==> src/cart_pkg.sv <==
// Cartridge register map and constants
package cart_pkg;

	// Bus widths
	localparam int data_w      = 16;
	localparam int host_addr_w = 8;
	localparam int ss_index_w  = 4;

	// Identification words, "SR" and hw/sw revision
	localparam logic [data_w-1:0] cart_id  = 16'h5253;
	localparam logic [data_w-1:0] cart_ver = 16'h1206;

	// Sector FIFO sizing
	localparam int fifo_depth = 256;
	localparam int fifo_cnt_w = 9;
	localparam int rcnt_w     = 16;

	// CTRL bit positions, three enables start at irq_en_lo
	localparam int ctrl_irq_en_lo  = 0;
	localparam int ctrl_fifo_reset = 8;
	localparam int ctrl_fifo_dir   = 9;

	// Host register addresses, byte offsets
	typedef enum logic [host_addr_w-1:0] {
		HREG_ID        = 8'h00,
		HREG_VER       = 8'h02,
		HREG_CTRL      = 8'h04,
		HREG_STAT      = 8'h06,
		HREG_FIFO      = 8'h08,
		HREG_FIFO_STAT = 8'h0C,
		HREG_RCNT      = 8'h0E,
		HREG_CMD       = 8'h10,
		HREG_DATA      = 8'h12,
		HREG_RESP1     = 8'h18,
		HREG_RESP2     = 8'h1A,
		HREG_RESP3     = 8'h1C,
		HREG_RESP4     = 8'h1E,
		HREG_CR1       = 8'h20,
		HREG_CR2       = 8'h22,
		HREG_CR3       = 8'h24,
		HREG_CR4       = 8'h26,
		HREG_HIRQ_SET  = 8'h28,
		HREG_HIRQ_MASK = 8'h2A,
		HREG_HIRQ_CLR  = 8'h2C
	} host_reg_e;

	// Console CDC window, word index from address bits 5:2
	typedef enum logic [ss_index_w-1:0] {
		CIDX_FIFO = 4'd0,
		CIDX_HIRQ = 4'd2,
		CIDX_MASK = 4'd3,
		CIDX_CR1  = 4'd6,
		CIDX_CR2  = 4'd7,
		CIDX_CR3  = 4'd8,
		CIDX_CR4  = 4'd9
	} cdc_idx_e;

	// Console system window
	typedef enum logic [ss_index_w-1:0] {
		BIDX_ID   = 4'd0,
		BIDX_STAT = 4'd2,
		BIDX_CMD  = 4'd4,
		BIDX_DATA = 4'd5
	} bcr_idx_e;

endpackage

==> src/bus_pkg.sv <==
// Bus transfer and status structs
package bus_pkg;

	// One captured host transfer
	typedef struct packed {
		logic                        write;
		cart_pkg::host_reg_e         addr;
		logic [cart_pkg::data_w-1:0] data;
	} host_acc_t;

	// Console address windows on CS2
	typedef enum logic [1:0] {
		NONE = 2'd0,
		CDC  = 2'd1,
		BCR  = 2'd2
	} ss_win_e;

	// One captured console transfer
	typedef struct packed {
		ss_win_e                         win;
		logic [cart_pkg::ss_index_w-1:0] index;
		logic [cart_pkg::data_w-1:0]     data;
	} ss_acc_t;

	// Sector FIFO fill state
	typedef struct packed {
		logic                            full;
		logic                            empty;
		logic [cart_pkg::fifo_cnt_w-1:0] count;
	} fifo_stat_t;

	// Host interrupt sources, bit order matches STAT[2:0]
	typedef struct packed {
		logic fifo;
		logic cmd;
		logic cdc;
	} irq_flags_t;

endpackage

==> src/host_port.sv <==
// Host req/ack port
`timescale 1ns/1ps

module host_port
(
	input  logic                        mclk,
	input  logic                        ST_ALE,
	input  logic                        host_req,
	input  logic                        host_write,
	input  cart_pkg::host_reg_e         host_addr,
	input  logic [cart_pkg::data_w-1:0] host_wdata,
	output logic                        host_ack,
	output bus_pkg::host_acc_t          acc,
	output logic                        rd_start,
	output logic                        wr_start
);

	// Capture, pulse, then hold ack until req drops
	typedef enum logic [1:0] {IDLE, ISSUE, ACK} state_e;

	state_e state;

	always_ff @(posedge mclk or posedge ST_ALE)
	begin
		if (ST_ALE)
		begin
			state    <= IDLE;
			host_ack <= 1'b0;
			rd_start <= 1'b0;
			wr_start <= 1'b0;
		end
		else
		begin
			// Start strobes last one cycle
			rd_start <= 1'b0;
			wr_start <= 1'b0;
			case (state)
			IDLE:
				if (host_req)
					state <= ISSUE;
			ISSUE:
			begin
				rd_start <= !acc.write;
				wr_start <= acc.write;
				state    <= ACK;
			end
			ACK:
				// Ack rises here, falls once req is seen low
				if (host_ack && !host_req)
				begin
					host_ack <= 1'b0;
					state    <= IDLE;
				end
				else
					host_ack <= 1'b1;
			default:
				state <= IDLE;
			endcase
		end
	end

	// Access stays frozen until the next accepted request
	always_ff @(posedge mclk)
	begin
		if (state == IDLE && host_req)
			acc <= {host_write, host_addr, host_wdata};
	end

endmodule

==> src/abus_port.sv <==
// Console bus strobe decoder
`timescale 1ns/1ps

module abus_port
(
	input  logic                        mclk,
	input  logic                        ST_ALE,
	input  logic                        ss_cs2_n,
	input  logic                        ss_rd_n,
	input  logic                        ss_wr_n,
	input  logic [15:0]                 ss_addr,
	input  logic [cart_pkg::data_w-1:0] ss_wdata,
	output bus_pkg::ss_acc_t            acc,
	output logic                        rd_start,
	output logic                        wr_start
);

	import bus_pkg::*;

	// [0],[1] two-flop synchronizer, [2] previous value for edge
	logic [2:0] cs_sync;
	logic       cs_fall;
	ss_win_e    win;

	// Window select from address bits 14:12
	always_comb
	begin
		case (ss_addr[14:12])
		3'b000:  win = CDC;
		3'b111:  win = BCR;
		default: win = NONE;
		endcase
	end

	assign cs_fall = cs_sync[2] && !cs_sync[1];

	always_ff @(posedge mclk or posedge ST_ALE)
	begin
		if (ST_ALE)
		begin
			cs_sync  <= 3'b111;
			rd_start <= 1'b0;
			wr_start <= 1'b0;
		end
		else
		begin
			cs_sync  <= {cs_sync[1:0], ss_cs2_n};
			// Unmapped windows never strobe
			rd_start <= cs_fall && win != NONE && !ss_rd_n;
			wr_start <= cs_fall && win != NONE && !ss_wr_n;
		end
	end

	// Strobes have settled by the synchronized edge
	always_ff @(posedge mclk)
	begin
		if (cs_fall)
		begin
			acc.win   <= win;
			acc.index <= ss_addr[5:2];
			acc.data  <= ss_wdata;
		end
	end

endmodule

==> src/cdc_regs.sv <==
// CD controller and mailbox registers
`timescale 1ns/1ps

module cdc_regs
(
	input  logic                             mclk,
	input  logic                             ST_ALE,
	input  bus_pkg::host_acc_t               host_acc,
	input  logic                             host_wr_start,
	input  bus_pkg::ss_acc_t                 ss_acc,
	input  logic                             ss_rd_start,
	input  logic                             ss_wr_start,
	input  logic                             fifo_empty_edge,
	output logic [cart_pkg::data_w-1:0]      ctrl,
	output bus_pkg::irq_flags_t              flags,
	output logic                             in_cmd,
	output logic [cart_pkg::data_w-1:0]      hirq,
	output logic [cart_pkg::data_w-1:0]      hirq_mask,
	output logic [cart_pkg::data_w-1:0]      cmd_word,
	output logic [cart_pkg::data_w-1:0]      data_word,
	output logic [3:0][cart_pkg::data_w-1:0] cr,
	output logic [3:0][cart_pkg::data_w-1:0] resp
);

	import cart_pkg::*;
	import bus_pkg::*;

	logic [data_w-1:0] hirq_next;
	irq_flags_t        flag_set;
	irq_flags_t        flag_clr;

	// Host write hit
	function automatic logic h_wr(host_reg_e a);
		return host_wr_start && host_acc.addr == a;
	endfunction

	// Console write hit in the CDC window
	function automatic logic c_wr(cdc_idx_e i);
		return ss_wr_start && ss_acc.win == CDC && ss_acc.index == i;
	endfunction

	// Console write hit in the system window
	function automatic logic b_wr(bcr_idx_e i);
		return ss_wr_start && ss_acc.win == BCR && ss_acc.index == i;
	endfunction

	////////////////////////////////////////////////////////////
	// HIRQ and interrupt flags
	////////////////////////////////////////////////////////////

	always_comb
	begin
		hirq_next = hirq;
		// Host side first
		if (h_wr(HREG_HIRQ_SET))
			hirq_next = hirq_next | host_acc.data;
		else if (h_wr(HREG_HIRQ_CLR))
			hirq_next = hirq_next & ~host_acc.data;
		// Console AND-clear lands on top
		if (c_wr(CIDX_HIRQ))
			hirq_next = hirq_next & ss_acc.data;

		flag_set.fifo = fifo_empty_edge;
		flag_set.cmd  = b_wr(BIDX_CMD);
		flag_set.cdc  = c_wr(CIDX_CR4);
		// Write-one-to-clear through STAT
		flag_clr = h_wr(HREG_STAT) ? irq_flags_t'(host_acc.data[2:0]) : '0;
	end

	always_ff @(posedge mclk or posedge ST_ALE)
	begin
		if (ST_ALE)
		begin
			ctrl     <= '0;
			hirq     <= '0;
			flags    <= '0;
			in_cmd   <= 1'b0;
			cmd_word <= '0;
		end
		else
		begin
			hirq  <= hirq_next;
			// A new event wins over a clear
			flags <= (flags & ~flag_clr) | flag_set;
			if (h_wr(HREG_CTRL))
				ctrl <= host_acc.data;
			// CR4 opens a command, console reading CR4 closes it
			if (c_wr(CIDX_CR4))
				in_cmd <= 1'b1;
			else if (ss_rd_start && ss_acc.win == CDC && ss_acc.index == CIDX_CR4)
				in_cmd <= 1'b0;
			// Host acknowledges the command by zeroing it
			if (h_wr(HREG_CMD))
				cmd_word <= '0;
			else if (b_wr(BIDX_CMD))
				cmd_word <= ss_acc.data;
		end
	end

	////////////////////////////////////////////////////////////
	// Data registers
	////////////////////////////////////////////////////////////

	always_ff @(posedge mclk)
	begin
		// Shared DATA word, console has priority
		if (b_wr(BIDX_DATA))
			data_word <= ss_acc.data;
		else if (h_wr(HREG_DATA))
			data_word <= host_acc.data;
		if (c_wr(CIDX_MASK))
			hirq_mask <= ss_acc.data;
		// Console commands
		if (c_wr(CIDX_CR1))
			cr[0] <= ss_acc.data;
		if (c_wr(CIDX_CR2))
			cr[1] <= ss_acc.data;
		if (c_wr(CIDX_CR3))
			cr[2] <= ss_acc.data;
		if (c_wr(CIDX_CR4))
			cr[3] <= ss_acc.data;
		// Host responses
		if (h_wr(HREG_RESP1))
			resp[0] <= host_acc.data;
		if (h_wr(HREG_RESP2))
			resp[1] <= host_acc.data;
		if (h_wr(HREG_RESP3))
			resp[2] <= host_acc.data;
		if (h_wr(HREG_RESP4))
			resp[3] <= host_acc.data;
	end

endmodule

==> src/sector_fifo.sv <==
// Sector data FIFO
`timescale 1ns/1ps

module sector_fifo
(
	input  logic                        mclk,
	input  logic                        ST_ALE,
	input  logic                        dir,
	input  logic                        soft_reset,
	input  bus_pkg::host_acc_t          host_acc,
	input  logic                        host_rd_start,
	input  logic                        host_wr_start,
	input  bus_pkg::ss_acc_t            ss_acc,
	input  logic                        ss_rd_start,
	input  logic                        ss_wr_start,
	output logic [cart_pkg::data_w-1:0] host_q,
	output logic [cart_pkg::data_w-1:0] ss_q,
	output bus_pkg::fifo_stat_t         stat,
	output logic [cart_pkg::rcnt_w-1:0] rcnt,
	output logic                        empty_edge
);

	import cart_pkg::*;
	import bus_pkg::*;

	logic [data_w-1:0]       mem [fifo_depth];
	logic [fifo_cnt_w-2:0]   wr_ptr;
	logic [fifo_cnt_w-2:0]   rd_ptr;
	logic [fifo_cnt_w-1:0]   count;
	logic                    empty_d;
	logic                    host_hit;
	logic                    ss_hit;
	logic                    push;
	logic                    pop;
	logic [data_w-1:0]       push_data;
	logic [data_w-1:0]       q;

	assign host_hit = host_acc.addr == HREG_FIFO;
	assign ss_hit   = ss_acc.win == CDC && ss_acc.index == CIDX_FIFO;

	// dir 0 host to console, dir 1 console to host
	assign push = (dir ? ss_wr_start && ss_hit : host_wr_start && host_hit) && !stat.full;
	assign pop  = (dir ? host_rd_start && host_hit : ss_rd_start && ss_hit) && !stat.empty;

	// Console is big endian so swap on the way in
	assign push_data = dir ? {ss_acc.data[7:0], ss_acc.data[15:8]} : host_acc.data;

	assign q      = mem[rd_ptr];
	assign host_q = q;
	assign ss_q   = {q[7:0], q[15:8]};

	assign stat       = '{full: count == fifo_cnt_w'(fifo_depth), empty: count == '0,
			count: count};
	assign empty_edge = stat.empty && !empty_d;

	always_ff @(posedge mclk or posedge ST_ALE)
	begin
		if (ST_ALE)
		begin
			wr_ptr  <= '0;
			rd_ptr  <= '0;
			count   <= '0;
			empty_d <= 1'b1;
			rcnt    <= '0;
		end
		else
		begin
			empty_d <= stat.empty;
			if (soft_reset)
			begin
				wr_ptr <= '0;
				rd_ptr <= '0;
				count  <= '0;
			end
			else
			begin
				wr_ptr <= wr_ptr + (fifo_cnt_w-1)'(push);
				rd_ptr <= rd_ptr + (fifo_cnt_w-1)'(pop);
				count  <= count + fifo_cnt_w'(push) - fifo_cnt_w'(pop);
			end
			// Words taken by the console
			if (host_wr_start && host_acc.addr == HREG_RCNT)
				rcnt <= '0;
			else if (pop && !dir)
				rcnt <= rcnt + 1'b1;
		end
	end

	always_ff @(posedge mclk)
	begin
		if (push)
			mem[wr_ptr] <= push_data;
	end

endmodule

==> src/readback.sv <==
// Read multiplexers and interrupt outputs
`timescale 1ns/1ps

module readback
(
	input  logic                             mclk,
	input  bus_pkg::host_acc_t               host_acc,
	input  logic                             host_rd_start,
	input  bus_pkg::ss_acc_t                 ss_acc,
	input  logic                             ss_rd_start,
	input  logic [cart_pkg::data_w-1:0]      ctrl,
	input  bus_pkg::irq_flags_t              flags,
	input  logic                             in_cmd,
	input  logic [cart_pkg::data_w-1:0]      hirq,
	input  logic [cart_pkg::data_w-1:0]      hirq_mask,
	input  logic [cart_pkg::data_w-1:0]      cmd_word,
	input  logic [cart_pkg::data_w-1:0]      data_word,
	input  logic [3:0][cart_pkg::data_w-1:0] cr,
	input  logic [3:0][cart_pkg::data_w-1:0] resp,
	input  bus_pkg::fifo_stat_t              stat,
	input  logic [cart_pkg::data_w-1:0]      host_q,
	input  logic [cart_pkg::data_w-1:0]      ss_q,
	input  logic [cart_pkg::rcnt_w-1:0]      rcnt,
	output logic [cart_pkg::data_w-1:0]      host_rdata,
	output logic [cart_pkg::data_w-1:0]      ss_rdata,
	output logic                             host_irq,
	output logic                             ss_irq
);

	import cart_pkg::*;
	import bus_pkg::*;

	logic [data_w-1:0] stat_word;
	logic [data_w-1:0] fifo_word;
	logic [data_w-1:0] host_mux;
	logic [data_w-1:0] ss_mux;

	// irq at bit 14, in_cmd at bit 12, flags in the low bits
	assign stat_word = {1'b0, host_irq, 1'b0, in_cmd, 9'h000, flags};
	assign fifo_word = {5'h00, stat.empty, stat.full, stat.count};

	////////////////////////////////////////////////////////////
	// Address decode
	////////////////////////////////////////////////////////////

	always_comb
	begin
		case (host_acc.addr)
		HREG_ID:        host_mux = cart_id;
		HREG_VER:       host_mux = cart_ver;
		HREG_CTRL:      host_mux = ctrl;
		HREG_STAT:      host_mux = stat_word;
		HREG_FIFO:      host_mux = host_q;
		HREG_FIFO_STAT: host_mux = fifo_word;
		HREG_RCNT:      host_mux = rcnt;
		HREG_CMD:       host_mux = cmd_word;
		HREG_DATA:      host_mux = data_word;
		HREG_RESP1:     host_mux = resp[0];
		HREG_RESP2:     host_mux = resp[1];
		HREG_RESP3:     host_mux = resp[2];
		HREG_RESP4:     host_mux = resp[3];
		HREG_CR1:       host_mux = cr[0];
		HREG_CR2:       host_mux = cr[1];
		HREG_CR3:       host_mux = cr[2];
		HREG_CR4:       host_mux = cr[3];
		HREG_HIRQ_SET:  host_mux = hirq;
		HREG_HIRQ_MASK: host_mux = hirq_mask;
		default:        host_mux = 16'hFFFF;
		endcase

		ss_mux = '0;
		// Console sees responses where it wrote commands
		if (ss_acc.win == CDC)
		begin
			case (ss_acc.index)
			CIDX_FIFO: ss_mux = ss_q;
			CIDX_HIRQ: ss_mux = hirq;
			CIDX_MASK: ss_mux = hirq_mask;
			CIDX_CR1:  ss_mux = resp[0];
			CIDX_CR2:  ss_mux = resp[1];
			CIDX_CR3:  ss_mux = resp[2];
			CIDX_CR4:  ss_mux = resp[3];
			default:   ss_mux = '0;
			endcase
		end
		else if (ss_acc.win == BCR)
		begin
			case (ss_acc.index)
			BIDX_ID:   ss_mux = cart_id;
			BIDX_STAT: ss_mux = fifo_word;
			BIDX_CMD:  ss_mux = cmd_word;
			BIDX_DATA: ss_mux = data_word;
			default:   ss_mux = '0;
			endcase
		end
	end

	// Sample before a FIFO pop moves the read pointer
	always_ff @(posedge mclk)
	begin
		if (host_rd_start)
			host_rdata <= host_mux;
		if (ss_rd_start)
			ss_rdata <= ss_mux;
	end

	assign host_irq = |(flags & ctrl[ctrl_irq_en_lo +: $bits(irq_flags_t)]);
	assign ss_irq   = |(hirq & hirq_mask);

endmodule

==> src/cart_top.sv <==
// Cartridge bridge top level
`timescale 1ns/1ps

module cart_top
(
	input  logic                        mclk,
	input  logic                        ST_ALE,
	// Host port
	input  logic                        host_req,
	input  logic                        host_write,
	input  cart_pkg::host_reg_e         host_addr,
	input  logic [cart_pkg::data_w-1:0] host_wdata,
	output logic                        host_ack,
	output logic [cart_pkg::data_w-1:0] host_rdata,
	output logic                        host_irq,
	// Console bus
	input  logic                        ss_cs2_n,
	input  logic                        ss_rd_n,
	input  logic                        ss_wr_n,
	input  logic [15:0]                 ss_addr,
	input  logic [cart_pkg::data_w-1:0] ss_wdata,
	output logic [cart_pkg::data_w-1:0] ss_rdata,
	output logic                        ss_irq
);

	import cart_pkg::*;
	import bus_pkg::*;

	host_acc_t                h_acc;
	logic                     h_rd;
	logic                     h_wr;
	ss_acc_t                  s_acc;
	logic                     s_rd;
	logic                     s_wr;
	logic [data_w-1:0]        ctrl;
	irq_flags_t               flags;
	logic                     in_cmd;
	logic [data_w-1:0]        hirq;
	logic [data_w-1:0]        hirq_mask;
	logic [data_w-1:0]        cmd_word;
	logic [data_w-1:0]        data_word;
	logic [3:0][data_w-1:0]   cr;
	logic [3:0][data_w-1:0]   resp;
	fifo_stat_t               stat;
	logic [data_w-1:0]        host_q;
	logic [data_w-1:0]        ss_q;
	logic [rcnt_w-1:0]        rcnt;
	logic                     empty_edge;

	// Bus front ends
	host_port u_host (.mclk, .ST_ALE, .host_req, .host_write, .host_addr, .host_wdata,
			.host_ack, .acc(h_acc), .rd_start(h_rd), .wr_start(h_wr));

	abus_port u_abus (.mclk, .ST_ALE, .ss_cs2_n, .ss_rd_n, .ss_wr_n, .ss_addr, .ss_wdata,
			.acc(s_acc), .rd_start(s_rd), .wr_start(s_wr));

	// Register file and sector buffer
	cdc_regs u_regs (.mclk, .ST_ALE, .host_acc(h_acc), .host_wr_start(h_wr),
			.ss_acc(s_acc), .ss_rd_start(s_rd), .ss_wr_start(s_wr),
			.fifo_empty_edge(empty_edge), .ctrl, .flags, .in_cmd, .hirq, .hirq_mask,
			.cmd_word, .data_word, .cr, .resp);

	sector_fifo u_fifo (.mclk, .ST_ALE, .dir(ctrl[ctrl_fifo_dir]),
			.soft_reset(ctrl[ctrl_fifo_reset]), .host_acc(h_acc), .host_rd_start(h_rd),
			.host_wr_start(h_wr), .ss_acc(s_acc), .ss_rd_start(s_rd), .ss_wr_start(s_wr),
			.host_q, .ss_q, .stat, .rcnt, .empty_edge);

	// Read data and interrupts
	readback u_rb (.mclk, .host_acc(h_acc), .host_rd_start(h_rd), .ss_acc(s_acc),
			.ss_rd_start(s_rd), .ctrl, .flags, .in_cmd, .hirq, .hirq_mask, .cmd_word,
			.data_word, .cr, .resp, .stat, .host_q, .ss_q, .rcnt, .host_rdata, .ss_rdata,
			.host_irq, .ss_irq);

endmodule

==> config.mk <==
export PLATFORM = sky130hd
export DESIGN_NAME = cart_top
export DESIGN_NICKNAME = d
export VERILOG_FILES = /design/src/cart_pkg.sv /design/src/bus_pkg.sv /design/src/host_port.sv /design/src/abus_port.sv /design/src/cdc_regs.sv /design/src/sector_fifo.sv /design/src/readback.sv /design/src/cart_top.sv
export SDC_FILE = /design/constraint.sdc
export NUM_CORES = 2
export LEC_CHECK = 0
export BUFFER_PORTS_ARGS = -buffer_cell sky130_fd_sc_hd__buf_2
export CAP_MARGIN = 20
export CORE_MARGIN = 2
export CORE_UTILIZATION = 41
export DETAILED_ROUTE_END_ITERATION = 8
export SETUP_SLACK_MARGIN = 0.15
export SKIP_LAST_GASP = 1
export SLEW_MARGIN = 20
export SYNTH_ARGS = -nofsm -noshare
export SYNTH_HDL_FRONTEND = slang
export SYNTH_SLANG_ARGS = --single-unit
==> constraint.sdc <==
create_clock -name mclk -period 24.7 [get_ports mclk]
set_input_delay 0 -clock mclk [delete_from_list [all_inputs] [get_ports mclk]]
set_output_delay 0 -clock mclk [all_outputs]
set_load 0.03 [all_outputs]
* Word-level counts from Yosys, hierarchy flattened *
Memories as Yosys holds them, arrays and structs flattened.
Index checks and enable logic that the tools add are counted.

word-level totals
  register bits after elaboration = 343
  bits in latches = 0
  memory bits (writable) = 4096
  bits in read-only memories = 0
  output and inout port bits = 35
  memories = 1

memories
  memory      words  width  rd ports  clocked after Yosys merged registers in  write ports  RTL line           RTL
  u_fifo.mem  256    16     1         0                                        1            sector_fifo.sv:26  logic [data_w-1:0] mem [fifo_depth];

operators by class
  add/subtract/negate cells = 5
  $mul = 0
  div/mod/pow operators = 0
  magnitude comparators = 0
  equal/unequal tests = 35
  shift operators = 0
  multiplexer cells = 32
  bitwise gates (word level) = 9
  reductions and logical operators = 60

operators by type and width
  operator               count
  $pmux 16 s19           1
  $mux 16                12
  $pmux 16 s7            1
  $pmux 16 s4            1
  $eq 8x6->1 const B     7
  $and 16x16->16         3
  $eq 8x5->1 const B     6
  $logic_and 1x1->1      38
  $eq 8x4->1 const B     3
  $add 16x1->16 const B  1
  $add 8x1->8            2
  $eq 4x3->1 const B     4
  $eq 8x3->1 const B     2
  $mux 8                 2
  $not 16->16            1
  $or 16x16->16          1
  $reduce_or 16->1       1
  $reduce_bool 2->1      5
  $add 9x1->9            1
  $eq 9x9->1 const B     1
  $logic_not 1->1        9
  $logic_not 9->1        1
  $mux 1                 9
  $mux 9                 1
  22 further kinds       28

* Logic depth before layout (Yosys ltp) *
  depth after elaboration = 8
  depth in mapped cells = 17

* Modules after synthesis *
From an unflattened synthesis, not the netlist that was laid out.

second synthesis, totals
  cell total of the unflattened synthesis = 8031
  area, all modules = 174104.5 sq um

modules (own cells, without submodules)
  module       instances  cells an instance  area each (sq um)  seq. area each (sq um)
  sector_fifo  1          7014               160258.7           124050.2
  cdc_regs     1          412                7542.2             6105.9
  readback     1          528                4513.1             960.9
  host_port    1          41                 948.4              875.8
  abus_port    1          36                 842.1              789.5

* Least setup slack after synthesis *
Ideal clock, no wire load.

  path kind = register to register
  start point = register u_regs.ctrl[9] in the netlist's numbering
  end point = memory u_fifo.mem[0][0] (data pin)
  library setup time = 2.187 ns
  arrival time = 10.674 ns
  path slack = 11.840 ns
  cell stages (with the launch flop) = 4
  path buffers = 2
  period minus slack after synthesis = 12.860 ns
  path through = dfrtp_1 clkbuf_1 clkbuf_1 o21ai_0

between the ends
  longest elaborated chain between the ends = 1

ends and longest elaborated chain
  element                        RTL line           RTL
  start: declaration             cdc_regs.sv:14     output logic [cart_pkg::data_w-1:0] ctrl,
  start signal: assignment       cdc_regs.sv:86     ctrl <= host_acc.data;
  $mux 16                        sector_fifo.sv:46  assign push_data = dir ? {ss_acc.data[7:0], ss_acc.data[15:8]} : host_acc.data;
  named net u_fifo.push_data[0]  sector_fifo.sv:35  logic [data_w-1:0] push_data;
  end: declaration               sector_fifo.sv:26

The timed path passes the listed nets, and every way through them passes these cells.

* Worst setup path in the final report *
  start point = register u_fifo.rd_ptr[0]
  end point = register u_rb.ss_rdata[14] in the netlist's numbering (data pin)

between the ends
  longest elaborated chain between the ends = 3

ends and longest elaborated chain
  element                    RTL line           RTL
  start: declaration         sector_fifo.sv:28  logic [fifo_cnt_w-2:0] rd_ptr;
  start signal: assignment   sector_fifo.sv:78  rd_ptr <= rd_ptr + (fifo_cnt_w-1)'(pop);
  $mem_v2 256x16             --
  $pmux 16 s7                readback.sv:75     case (ss_acc.index)
  $mux 16                    readback.sv:73     if (ss_acc.win == CDC)
  named net u_rb.ss_mux[14]  readback.sv:36     logic [data_w-1:0] ss_mux;
  end signal: assignment     readback.sv:104    ss_rdata <= ss_mux;
  end: declaration           readback.sv:25     output logic [cart_pkg::data_w-1:0] ss_rdata,

The timed path passes the listed nets, and every way through them passes these cells.
A chain may end at the register's enable or synchronous reset.

==> impl_metrics.py <==
metrics = {
    "finish": {
        "fin_nets": 9030,
        "drive_above_1_share_pct": 24.60,
        "finalCoreUtilization_pct": 46.87,
        "syn_to_final_growth_pct": 13.91,
        "fin_area_um2": 196800,
    },
    "routing": {
        "drtPass1Iterations": 8,
        "via_per_inst": 6.081,
        "drtIter0Drc": 12844,
        "drc": 0,
        "wl_um": 501600,
        "ant_nets": 0,
        "via_count": 90316,
        "wl_per_cell_um": 33.77,
    },
    "synth": {
        "synth.area.top_cells": "edfxtp_1, mux4_2, mux2i_1",
        "yosysWarnings": 0,
        "yosys.area.top_type": "edfxtp_1",
        "synth_area_per_cell_um2": 20.70,
        "ys.flop_type": "edfxtp_1",
        "synth_area_um2": 172700,
        "synth_common_cells": "edfxtp_1, mux4_2, nor2_1, a22oi_1, mux2i_1",
        "syn_inst": 8344,
        "async_reset_ff_share_pct": 2.343,
        "yosysTopAreaCellShare_pct": 75.36,
        "synth_nets": 8425,
        "ys_ff_latch": 4439,
        "ys_types": 99,
        "yosysMostFrequentCell": "edfxtp_1",
        "synth_edf_count": 4335,
        "ys_seq_area_share_pct": 76.87,
    },
    "setup_path": {
        "r2r_cells": 12,
        "path_max_fanout": 91,
        "r2r_slack_ns": 17.17,
        "start_kind": "flip-flop",
        "rr_startpoint": "u_fifo.rd_ptr[0]",
        "regToRegEndpoint": "u_rb.ss_rdata[14]",
        "crit_arrival_ns": 8.22,
        "path_class": "reg2reg",
        "critical_path.endpoint_type": "flip-flop",
        "worstPathRequired_ns": 25.39,
    },
    "timing": {
        "fin_hold_ws_ns": 0.2125,
        "fmax_ghz": 0.1327,
        "max-slew-margin-rel_pct": 6.437,
        "fin_crit_sh_pct": 30.50,
        "drv_slew": 0,
        "setup_viol": 0,
        "tns_ns": 0,
        "finalHoldViolCount": 0,
        "rsz0062_at_grt": "no",
        "post-route-min-period_ns": 7.533,
        "clock_skew_ns": 0.1092,
        "worst-slew-pin-transition_ns": 1.368,
    },
    "worst_hold_path": {
        "whs_endpoint": "u_abus.cs_sync[0]",
        "min_path_cells": 3,
        "hp-class": "in2reg",
        "worstHoldStart": "ss_cs2_n",
    },
    "run_status": {
        "status": "finished, final reports clean",
    },
    "global_route": {
        "grt-ovfl-total": 0,
        "grt_use_total_pct": 23.05,
        "grt_first_pass_wirelength_um": 696100,
        "grt_max_degree": 158,
        "grt_pass1_vias": 89104,
        "antenna_found_initial": 30,
    },
    "clocking": {
        "root_buffer": "clkbuf_16",
        "cts_buffer_depth": 4,
        "h-tree-depth": 5,
        "cts_tree": "done",
        "cts_buffers": 450,
        "cts_sinks": 4439,
        "clkLatencyLatePin_ns": 1.03,
        "path_clk_slew_ns": 0.06,
        "post_cts_buffers": 0,
        "cts_resized": 0,
    },
    "placed_design": {
        "gp_congestion": 0.9097,
        "io_buffers": 88,
        "post_dp_cell_area_um2": 181300,
        "post-dp-hpwl_um": 299800,
    },
    "floorplan": {
        "ios": 98,
        "dieHeight_um": 653.1,
        "die_w_um": 653.1,
        "design.core.area_um2": 419900,
        "die-area_um2": 426500,
        "num_rows": 238,
        "start_util_pct": 41.14,
    },
    "power_and_ir_drop": {
        "leakagePower_nw": 60.18,
        "vdd_drop_max_mv": 0.06436,
        "p_per_area_nw_per_um2": 80.60,
    },
    "run": {
        "cap_violations": 0,
    },
}
## per-layer routing
metal	track usage (%)	wire length (um)
met4	9.795	24510
met2	35.97	232100
met1	31.93	196900
met3	4.223	48060
met5	0	71
## flip-flops by register name, indices dropped and copies added (netlist names), 16 cells and up
register	count
u_abus.acc	22
u_fifo.mem	4096
u_fifo.rcnt	16
u_host.acc	25
u_rb.host_rdata	16
u_rb.ss_rdata	16
u_regs.cmd_word	16
u_regs.cr	64
u_regs.ctrl	16
u_regs.data_word	16
u_regs.hirq	16
u_regs.hirq_mask	16
u_regs.resp	64
## worst max-delay path: stages, from the launching register on
cell,delay (ns)
dfrtp_4,0.95
buf_12,0.61
buf_4,0.72
buf_4,0.69
buf_4,0.82
mux4_2,0.60
nand3_1,0.09
nand2_1,0.09
a2111oi_1,0.78
o311ai_0,0.21
buf_4,0.23
o211ai_1,0.89
o221ai_1,0.29
## logic make-up (layout without fill, tap and decap cells)
family	after synthesis	after routing	share of synthesized area [%]
multiplexers	1285	1285	14.08
XOR/XNOR	29	29	0.1470
other	0	13	0
buffers and inverters	514	1488	1.816
AO/OA/AOI/OAI	1049	1049	4.293
flip-flops	4439	4439	76.87
AND/OR/NAND/NOR	1010	1010	2.663
adder cells (fa/ha/maj)	18	18	0.1347
## through the flow
step,setup slack (ns),total power [W],std cells
after detailed placement,17.10,0.009422,13901
after global placement,16.83,0.009380,13894
after floorplan,11.84,0.009167,8344
final,17.17,0.01586,14851
after CTS,17.07,0.01594,14831
after global routing,16.70,0.01627,14839
## cell usage in the layout, fill, tap and decap left out, types with 14 or more instances in the layout
cell / count
nor3_1: 52
ha_1: 17
buf_4: 412
o22ai_1: 89
buf_2: 88
nand3_1: 70
mux2_2: 64
o221ai_1: 31
clkbuf_16: 453
a22o_1: 24
nor2_1: 298
a211oi_1: 15
inv_1: 27
dfrtp_1: 92
a221oi_1: 52
mux4_1: 28
nor2_2: 73
xnor2_1: 17
o21ai_0: 81
mux4_2: 872
mux2i_1: 308
a31oi_1: 34
a222oi_1: 32
a21oi_1: 191
a31o_2: 14
and3_1: 20
nand2b_1: 18
edfxtp_1: 4335
dlygate4sd3_1: 109
and2_1: 15
o211ai_1: 28
clkinv_1: 107
a22oi_1: 342
nor2_4: 29
clkbuf_1: 114
nand2_2: 22
nand2_1: 277
bufinv_16: 31
clkinv_2: 76
nor2b_1: 23
## layout make-up
class	count	area (um2)
Fill cell	34490	223100
Sequential cell	4439	132800
Multi-Input combinational cell	3391	37710
Clock buffer	571	11820
Tap cell	5520	6907
Timing Repair Buffer	633	5070
Clock inverter	250	2301
Inverter	34	135.1
Antenna cell	13	32.53
## report_power, final
part           leakage [nW]  switching, W  total [W]  internal, W
logic                  13.0      0.000526   0.000667     0.000141
registers              40.3     0.0000582    0.00862      0.00856
clock network          6.88       0.00287    0.00658      0.00371
total                  60.2       0.00345     0.0159       0.0124
## how the worst max path moves through the flow
stage / from / to / slack [ns]
4_1_cts: u_fifo.rd_ptr[0] / u_rb.ss_rdata[14] / 17.07
2_1_floorplan: u_regs.ctrl[9] / u_fifo.mem[0][0] / 11.84
3_5_place_dp: u_fifo.rd_ptr[0] / u_rb.ss_rdata[14] / 17.10
3_3_place_gp: u_fifo.rd_ptr[0] / u_rb.ss_rdata[14] / 16.83
5_1_grt: u_fifo.rd_ptr[0] / u_rb.ss_rdata[14] / 16.70
6_report: u_fifo.rd_ptr[0] / u_rb.ss_rdata[14] / 17.17
## timing repair
item	in CTS	in global routing
hold buffers	109	0
endpoints found under the setup margin	0	0
hold endpoints to repair	145	0
(Power assumes the default switching activity.)
